[config.mk]
export PLATFORM = sky130hd
export DESIGN_NAME = sdma_engine
export DESIGN_NICKNAME = d
export VERILOG_FILES = /design/src/source/sdma_pkg.sv /design/src/source/sdma_sequencer.sv /design/src/source/block_tracker.sv /design/src/source/credit_counter.sv /design/src/source/burst_writer.sv /design/src/source/sdma_engine.sv
export SDC_FILE = /design/constraint.sdc
export NUM_CORES = 1
export LEC_CHECK = 0
export ABC_AREA = 1
export BUFFER_PORTS_ARGS = -buffer_cell sky130_fd_sc_hd__buf_2
export CORE_UTILIZATION = 58
export DETAILED_ROUTE_END_ITERATION = 6
export PLACE_DENSITY = 0.87
export SYNTH_ARGS = -nofsm -noshare
export SYNTH_HDL_FRONTEND = slang
export SYNTH_SLANG_ARGS = --single-unit
[constraint.sdc]
create_clock -name clock -period 6 [get_ports clock]
set_clock_uncertainty 0.05 [all_clocks]
set_input_delay 0 -clock clock [delete_from_list [all_inputs] [get_ports clock]]
set_output_delay 0 -clock clock [all_outputs]
set_load 0.1 [all_outputs]
[src/source/sdma_pkg.sv]
package sdma_pkg;

    ////////////////////////////////////////////////////////////////////////////
    // Widths with a meaning
    ////////////////////////////////////////////////////////////////////////////

    // System byte address
    typedef logic [31:0] addr_t;

    // One FIFO word, also one AXI beat
    typedef logic [31:0] word_t;

    // Number of 512-byte blocks
    typedef logic [15:0] block_count_t;

    // SDMA buffer boundary select
    typedef logic [2:0] boundary_code_t;

    // Words known to be in the FIFO
    typedef logic [11:0] credit_t;

    ////////////////////////////////////////////////////////////////////////////
    // Sequencer states and channel bundles
    ////////////////////////////////////////////////////////////////////////////

    typedef enum logic [2:0] {
        IDLE,
        WAIT_CREDIT,
        BURST,
        BLOCK_CHECK,
        BOUNDARY_WAIT
    } sdma_state_e;

    // AXI write address channel
    typedef struct packed {
        logic  valid;
        addr_t addr;
    } aw_chan_t;

    // AXI write data channel
    typedef struct packed {
        logic  valid;
        word_t data;
        logic  last;
    } w_chan_t;

    // Sticky interrupt flags
    typedef struct packed {
        logic complete;
        logic boundary;
    } irq_t;

    // 512-byte block in 32-bit words
    localparam int BLOCK_WORDS = 128;
    localparam int BEAT_BYTES  = 4;

endpackage

[src/source/sdma_sequencer.sv]
`timescale 1ns/1ps

module sdma_sequencer (
    input  logic             clock,
    input  logic             reset,
    input  logic             start,
    input  logic             sys_addr_changed,
    input  logic             abort,
    input  logic             credits_ready,
    input  logic             burst_done,
    input  logic             block_end,
    input  logic             transfer_end,
    input  logic             window_end,
    input  logic             irq_clear,
    output logic             burst_go,
    output logic             counters_clear,
    output logic             window_clear,
    output logic             addr_load_start,
    output logic             addr_load_new,
    output sdma_pkg::irq_t   irq,
    output logic             busy
);

    sdma_pkg::sdma_state_e state;
    sdma_pkg::sdma_state_e state_next;
    logic                  set_complete;
    logic                  set_boundary;

    ////////////////////////////////////////////////////////////////////////////
    // Next state and strobes
    ////////////////////////////////////////////////////////////////////////////

    always_comb begin
        state_next      = state;
        burst_go        = 1'b0;
        counters_clear  = 1'b0;
        window_clear    = 1'b0;
        addr_load_start = 1'b0;
        addr_load_new   = 1'b0;
        set_complete    = 1'b0;
        set_boundary    = 1'b0;
        case (state)
            sdma_pkg::IDLE: begin
                if (start) begin
                    counters_clear  = 1'b1;
                    addr_load_start = 1'b1;
                    state_next      = sdma_pkg::WAIT_CREDIT;
                end
            end
            sdma_pkg::WAIT_CREDIT: begin
                // A full burst of words must already sit in the FIFO
                if (credits_ready) begin
                    burst_go   = 1'b1;
                    state_next = sdma_pkg::BURST;
                end
            end
            sdma_pkg::BURST: begin
                if (burst_done) begin
                    state_next = sdma_pkg::BLOCK_CHECK;
                end
            end
            sdma_pkg::BLOCK_CHECK: begin
                // Tracker flags are valid here one cycle after burst_done
                if (block_end && transfer_end) begin
                    set_complete = 1'b1;
                    state_next   = sdma_pkg::IDLE;
                end else if (block_end && window_end) begin
                    set_boundary = 1'b1;
                    state_next   = sdma_pkg::BOUNDARY_WAIT;
                end else begin
                    state_next = sdma_pkg::WAIT_CREDIT;
                end
            end
            sdma_pkg::BOUNDARY_WAIT: begin
                if (sys_addr_changed) begin
                    window_clear  = 1'b1;
                    addr_load_new = 1'b1;
                    state_next    = sdma_pkg::WAIT_CREDIT;
                end
            end
            default: state_next = sdma_pkg::IDLE;
        endcase
        // Abort wins over everything
        if (abort) begin
            state_next      = sdma_pkg::IDLE;
            burst_go        = 1'b0;
            counters_clear  = 1'b0;
            window_clear    = 1'b0;
            addr_load_start = 1'b0;
            addr_load_new   = 1'b0;
            set_complete    = 1'b0;
            set_boundary    = 1'b0;
        end
    end

    always_ff @(posedge clock) begin
        if (!reset) begin
            state <= sdma_pkg::IDLE;
            irq   <= '0;
        end else begin
            state <= state_next;
            if (irq_clear) begin
                irq <= '0;
            end
            // Set has priority over clear
            if (set_complete) begin
                irq.complete <= 1'b1;
            end
            if (set_boundary) begin
                irq.boundary <= 1'b1;
            end
        end
    end

    assign busy = (state != sdma_pkg::IDLE);

    // Writer completion only arrives while a burst is in flight
    a_done_in_burst: assert property (@(posedge clock) disable iff (!reset)
        burst_done |-> (state == sdma_pkg::BURST));

endmodule

[src/source/block_tracker.sv]
`timescale 1ns/1ps

module block_tracker #(
    parameter int BURST_BEATS = 16
) (
    input  logic                     clock,
    input  logic                     reset,
    input  logic                     counters_clear,
    input  logic                     window_clear,
    input  logic                     burst_done,
    input  sdma_pkg::block_count_t   block_count,
    input  sdma_pkg::boundary_code_t buf_boundary,
    output logic                     block_end,
    output logic                     transfer_end,
    output logic                     window_end
);

    localparam int WORD_W = $clog2(sdma_pkg::BLOCK_WORDS);

    logic [WORD_W-1:0]      word_count;
    logic                   last_burst;
    sdma_pkg::block_count_t total_blocks;
    sdma_pkg::block_count_t window_blocks;
    sdma_pkg::block_count_t count_limit;
    sdma_pkg::block_count_t window_size;

    // Boundary code n means 8 << n blocks per window
    function automatic sdma_pkg::block_count_t decode_window(sdma_pkg::boundary_code_t code);
        return sdma_pkg::block_count_t'(8) << code;
    endfunction

    assign last_burst = (word_count == WORD_W'(sdma_pkg::BLOCK_WORDS - BURST_BEATS));

    always_ff @(posedge clock) begin
        if (!reset) begin
            word_count    <= '0;
            block_end     <= 1'b0;
            total_blocks  <= '0;
            window_blocks <= '0;
            count_limit   <= '0;
            window_size   <= '0;
        end else if (counters_clear) begin
            word_count    <= '0;
            block_end     <= 1'b0;
            total_blocks  <= '0;
            window_blocks <= '0;
            count_limit   <= block_count;
            window_size   <= decode_window(buf_boundary);
        end else begin
            block_end <= burst_done && last_burst;
            if (window_clear) begin
                window_blocks <= '0;
            end
            if (burst_done) begin
                if (last_burst) begin
                    word_count    <= '0;
                    total_blocks  <= total_blocks + 1'b1;
                    window_blocks <= window_blocks + 1'b1;
                end else begin
                    word_count <= word_count + WORD_W'(BURST_BEATS);
                end
            end
        end
    end

    // Only read in BLOCK_CHECK, together with block_end
    assign transfer_end = (total_blocks == count_limit);
    assign window_end   = (window_blocks == window_size);

    a_total_in_range: assert property (@(posedge clock) disable iff (!reset)
        total_blocks <= count_limit);

endmodule

[src/source/credit_counter.sv]
`timescale 1ns/1ps

module credit_counter #(
    parameter int BURST_BEATS = 16
) (
    input  logic clock,
    input  logic reset,
    input  logic clear,
    input  logic credit,
    input  logic beat_taken,
    output logic credits_ready
);

    sdma_pkg::credit_t count;

    ////////////////////////////////////////////////////////////////////////////
    // One credit per word written, one spent per word popped
    ////////////////////////////////////////////////////////////////////////////

    always_ff @(posedge clock) begin
        if (!reset) begin
            count <= '0;
        end else if (clear) begin
            // Keep a credit that lands on the start cycle
            count <= sdma_pkg::credit_t'(credit);
        end else begin
            count <= count + sdma_pkg::credit_t'(credit)
                           - sdma_pkg::credit_t'(beat_taken);
        end
    end

    assign credits_ready = (count >= sdma_pkg::credit_t'(BURST_BEATS));

    // The writer never pops a word the serializer has not reported
    a_no_underflow: assert property (@(posedge clock) disable iff (!reset)
        beat_taken && !clear |-> count != '0);

endmodule

[src/source/burst_writer.sv]
`timescale 1ns/1ps

module burst_writer #(
    parameter int BURST_BEATS = 16
) (
    input  logic                 clock,
    input  logic                 reset,
    input  logic                 abort,
    input  logic                 burst_go,
    input  logic                 addr_load_start,
    input  logic                 addr_load_new,
    input  sdma_pkg::addr_t      start_addr,
    input  sdma_pkg::addr_t      new_addr,
    input  sdma_pkg::word_t      fifo_data,
    input  logic                 aw_ready,
    input  logic                 w_ready,
    output sdma_pkg::aw_chan_t   aw,
    output sdma_pkg::w_chan_t    w,
    output logic                 fifo_read,
    output logic                 burst_done
);

    localparam int BEAT_W = $clog2(BURST_BEATS + 1);
    localparam sdma_pkg::addr_t ADDR_STEP =
        sdma_pkg::addr_t'(BURST_BEATS * sdma_pkg::BEAT_BYTES);

    sdma_pkg::addr_t   burst_addr;
    logic              aw_valid;
    logic              w_valid;
    logic [BEAT_W-1:0] beat;
    logic              last_beat;
    logic              aw_handshake;
    logic              w_handshake;

    assign aw_handshake = aw_valid && aw_ready;
    assign w_handshake  = w_valid && w_ready;
    assign last_beat    = (beat == BEAT_W'(BURST_BEATS - 1));

    ////////////////////////////////////////////////////////////////////////////
    // Address and data phases
    ////////////////////////////////////////////////////////////////////////////

    always_ff @(posedge clock) begin
        if (!reset) begin
            aw_valid   <= 1'b0;
            w_valid    <= 1'b0;
            beat       <= '0;
            burst_done <= 1'b0;
        end else begin
            burst_done <= 1'b0;
            if (abort) begin
                aw_valid <= 1'b0;
                w_valid  <= 1'b0;
                beat     <= '0;
            end else begin
                if (burst_go) begin
                    aw_valid <= 1'b1;
                end else if (aw_handshake) begin
                    aw_valid <= 1'b0;
                    w_valid  <= 1'b1;
                    beat     <= '0;
                end
                if (w_handshake) begin
                    if (last_beat) begin
                        w_valid    <= 1'b0;
                        burst_done <= 1'b1;
                    end else begin
                        beat <= beat + 1'b1;
                    end
                end
            end
        end
    end

    // Next burst address, 64 bytes on per accepted address
    always_ff @(posedge clock) begin
        if (addr_load_start) begin
            burst_addr <= start_addr;
        end else if (addr_load_new) begin
            burst_addr <= new_addr;
        end else if (aw_handshake) begin
            burst_addr <= burst_addr + ADDR_STEP;
        end
    end

    // FIFO head is the beat payload, popped on acceptance
    assign aw        = '{valid: aw_valid, addr: burst_addr};
    assign w         = '{valid: w_valid, data: fifo_data, last: w_valid && last_beat};
    assign fifo_read = w_handshake;

    a_aw_stable: assert property (@(posedge clock) disable iff (!reset)
        aw.valid && !aw_ready && !abort |=> aw.valid && $stable(aw.addr));

    // Also holds the FIFO to its head while no pop happens
    a_w_stable: assert property (@(posedge clock) disable iff (!reset)
        w.valid && !w_ready && !abort |=> w.valid && $stable(w.data) && $stable(w.last));

endmodule

[src/source/sdma_engine.sv]
`timescale 1ns/1ps

module sdma_engine #(
    parameter int BURST_BEATS = 16
) (
    input  logic                     clock,
    input  logic                     reset,
    input  logic                     start,
    input  sdma_pkg::addr_t          start_addr,
    input  sdma_pkg::block_count_t   block_count,
    input  sdma_pkg::boundary_code_t buf_boundary,
    input  logic                     sys_addr_changed,
    input  sdma_pkg::addr_t          new_addr,
    input  logic                     abort,
    input  logic                     irq_clear,
    input  logic                     credit,
    input  sdma_pkg::word_t          fifo_data,
    output logic                     fifo_read,
    output sdma_pkg::aw_chan_t       aw,
    input  logic                     aw_ready,
    output sdma_pkg::w_chan_t        w,
    input  logic                     w_ready,
    output sdma_pkg::irq_t           irq,
    output logic                     busy
);

    logic burst_go;
    logic burst_done;
    logic counters_clear;
    logic window_clear;
    logic addr_load_start;
    logic addr_load_new;
    logic credits_ready;
    logic block_end;
    logic transfer_end;
    logic window_end;

    sdma_sequencer u_sequencer (
        .clock            (clock),
        .reset            (reset),
        .start            (start),
        .sys_addr_changed (sys_addr_changed),
        .abort            (abort),
        .credits_ready    (credits_ready),
        .burst_done       (burst_done),
        .block_end        (block_end),
        .transfer_end     (transfer_end),
        .window_end       (window_end),
        .irq_clear        (irq_clear),
        .burst_go         (burst_go),
        .counters_clear   (counters_clear),
        .window_clear     (window_clear),
        .addr_load_start  (addr_load_start),
        .addr_load_new    (addr_load_new),
        .irq              (irq),
        .busy             (busy)
    );

    block_tracker #(.BURST_BEATS(BURST_BEATS)) u_tracker (
        .clock          (clock),
        .reset          (reset),
        .counters_clear (counters_clear),
        .window_clear   (window_clear),
        .burst_done     (burst_done),
        .block_count    (block_count),
        .buf_boundary   (buf_boundary),
        .block_end      (block_end),
        .transfer_end   (transfer_end),
        .window_end     (window_end)
    );

    // Every popped word is a spent credit
    credit_counter #(.BURST_BEATS(BURST_BEATS)) u_credits (
        .clock         (clock),
        .reset         (reset),
        .clear         (counters_clear),
        .credit        (credit),
        .beat_taken    (fifo_read),
        .credits_ready (credits_ready)
    );

    burst_writer #(.BURST_BEATS(BURST_BEATS)) u_writer (
        .clock           (clock),
        .reset           (reset),
        .abort           (abort),
        .burst_go        (burst_go),
        .addr_load_start (addr_load_start),
        .addr_load_new   (addr_load_new),
        .start_addr      (start_addr),
        .new_addr        (new_addr),
        .fifo_data       (fifo_data),
        .aw_ready        (aw_ready),
        .w_ready         (w_ready),
        .aw              (aw),
        .w               (w),
        .fifo_read       (fifo_read),
        .burst_done      (burst_done)
    );

endmodule

==> results.tsv <==
metric	value	unit
status	finished, violations left	
violations	design-rule violations	
gr-usage-met3	14.77	%
critPathTopFamily	simple AND/OR/NAND/NOR gates	
async_reset_ff_share	0	%
max_freq	282.9	MHz
ys.flop_type	dfxtp_1	
cts_made_buffers	17	
critPathMaxStageDelay	0.92	ns
slew_headroom	25.83	%
path_buf_inv	1	
path_cells	nand4_2 -> nand2_1 -> nand2_1 -> nand2_1 -> nand2_1 -> dlygate4sd3_1	
fin_area	0.009623	sq mm
seq_area	0.002663	sq mm
postRouteWirelength	25.60	mm
hpwl	13.52	mm
instances_no_fill	1450	
postCtsHoldBufs	130	
die_y	114.1	um
worst-setup-path-type	reg2reg	
vdd.ir_drop.worst	210.2	uV
cap_violations	0	
worstPathRequired	6.13	ns
drc	11	
fin_tns_setup	0	ns
dieArea	0.01302	sq mm
num_vias	8552	
start_util	60.20	%
globalplace.congestion	0.8984	
use_met2	65.13	%
setup_violations	0	
drtIter0Drc	996	
hold_violations	0	
synth-seq-area-share	36.52	%
syn-num-nets	1199	
first_global_vias	8586	
finalPower	2.919	mW
track_usage	40.14	%
holdWs	0.04947	ns
grt_use_met1	42.63	%
end_kind	flip-flop	
yosys.area.top_type	dfxtp_1	
reg2reg_from	u_sequencer.state[2]	
wl_per_cell	17.66	um
core-area	0.01211	sq mm
p_leak	4.193	nW
grt_overflow	0	
multi_input_area	0.003717	sq mm
grt-busiest-layer	met2	
cts.path.max_buffers	2	
rr_endpoint	u_writer.burst_addr[29]	
synth_edf_count	32	
postRouteAntennaNets	0	
rr_worst_depth	6	
clk_root_buffer_cell	clkbuf_16	
dp.cells	1287	
layout-drive-gt1-share	15.22	%
crit_start	u_sequencer.state[2]	
cts_setup_buffers	0	
powerDensity	303.3	mW/mm^2
synthTopCellsByArea	dfxtp_1 (23%), nand2_1 (14%), edfxtp_1 (13%)	
vias_per_cell	5.898	
grt_pass1_wl	40.11	mm
min_period_over_period	58.91	%
yosysWarnings	0	
avgSynthCellArea	6.957	sq um
cts_resized	0	
io_buffers	130	
path_depth	6	
synth_top_cell_area_share	23.34	%
start_kind	flip-flop	
rsz0062_at_grt	false	
endpoint	u_writer.burst_addr[29]	
dr.pass1.iters	7	
fin_ws	2.465	ns
cts_tree	done	
dieWidth	114.1	um
place_area	0.007744	sq mm
syn_to_final_growth	31.99	%
final_util	79.45	%
crit_slowest_cell	nand2_1	
arrival	3.67	ns
synth_cells	1048	
fin_crit	3.535	ns
nFillCells	759	
yosysUniqueCellTypes	49	
nets	1419	
ys_seq_elements	117	
htreeDepth	4	
synth.most_common_cell	nand2_1	
worst-path-max-fanout	40	
hp-class	in2reg	
cpMostUsedCell	nand2_1	
tightest_slew	1.110	ns
cts.sink_count	117	
clk_latency	0.44	ns
reg2reg_setup_slack	2.47	ns
ios	195	
clk_pin_slew	0.06	ns
grt_max_degree	67	
synthesis.area	0.007291	sq mm
synth_common_cells	nand2_1 (277), inv_1 (123), nor2_1 (107)	
pre_cts_ws	3.377	ns
num_rows	40	
antenna_found_initial	1	
maxSlewViolCount	0	
==> worst min-delay path, stage by stage <==
cell	delay (ns)
buf_2	0.10
nand2_1	0.17
a21oi_1	0.07
o21ai_0	0.07
a21oi_1	0.07
==> sequential cells by signal, indices dropped and copies added (netlist names), 5 cells and up <==
signal,count
u_writer.beat,5
u_writer.burst_addr,32
u_tracker.count_limit,16
u_tracker.window_blocks,16
u_tracker.window_size,8
u_tracker.total_blocks,16
u_credits.count,12
==> cell usage in the layout, fill, tap and decap left out, types with 32 or more instances in the layout <==
| master | n |
|---|---|
| inv_1 | 123 |
| edfxtp_1 | 32 |
| nand3_1 | 62 |
| buf_2 | 130 |
| a21oi_1 | 67 |
| nor2_1 | 107 |
| nand2_1 | 277 |
| o21ai_0 | 55 |
| dfxtp_1 | 85 |
| dlygate4sd3_1 | 130 |
==> final cells by class <==
| cell class | instances | area share [%] |
|---|---|---|
| timing repair buffer | 261 | 20.36 |
| multi-input combinational | 740 | 38.63 |
| clock inverter | 8 | 0.4291 |
| antenna | 1 | 0.02600 |
| sequential | 117 | 27.67 |
| clock buffer | 24 | 5.552 |
| tap | 168 | 2.184 |
| inverter | 131 | 5.149 |
==> per-layer routing <==
| metal | share of wire [%] | up-vias |
|---|---|---|
| met4 | 7.3 | 0 |
| met2 | 47 | 701 |
| met5 | 0 | - |
| met3 | 11 | 232 |
| li1 | - | 3825 |
| met1 | 35 | 3794 |
==> power breakdown <==
| group | internal (mW) | switching [mW] |
|---|---|---|
| Combinational | 0.309 | 0.688 |
| Clock | 0.615 | 0.381 |
| Sequential | 0.877 | 0.0479 |
| Total | 1.80 | 1.12 |
==> kinds of logic after synthesis <==
| family | count (synthesis) | synth area share (%) |
|---|---|---|
| xor+xnor | 13 | 1.562 |
| buf+inv | 191 | 12.49 |
| flops | 117 | 36.52 |
| compound gates | 170 | 12.87 |
| simple gates | 530 | 31.82 |
| fa+ha+maj | 27 | 4.737 |
==> worst min-delay path by stage <==
stage / start / to / slack (ns) / cells after the start
after floorplan: reset / u_tracker.count_limit[0] / 0.09 / 2
after global placement: fifo_data[12] / w[13] / -0.05 / 0
after global routing: w_ready / u_writer.beat[2] / 0.06 / 5
after CTS: w_ready / u_writer.beat[4] / 0.03 / 5
after detailed placement: fifo_data[12] / w[13] / -0.05 / 0
final: w_ready / u_writer.beat[2] / 0.05 / 5
Note: power is estimated with default switching activity, not from simulation.
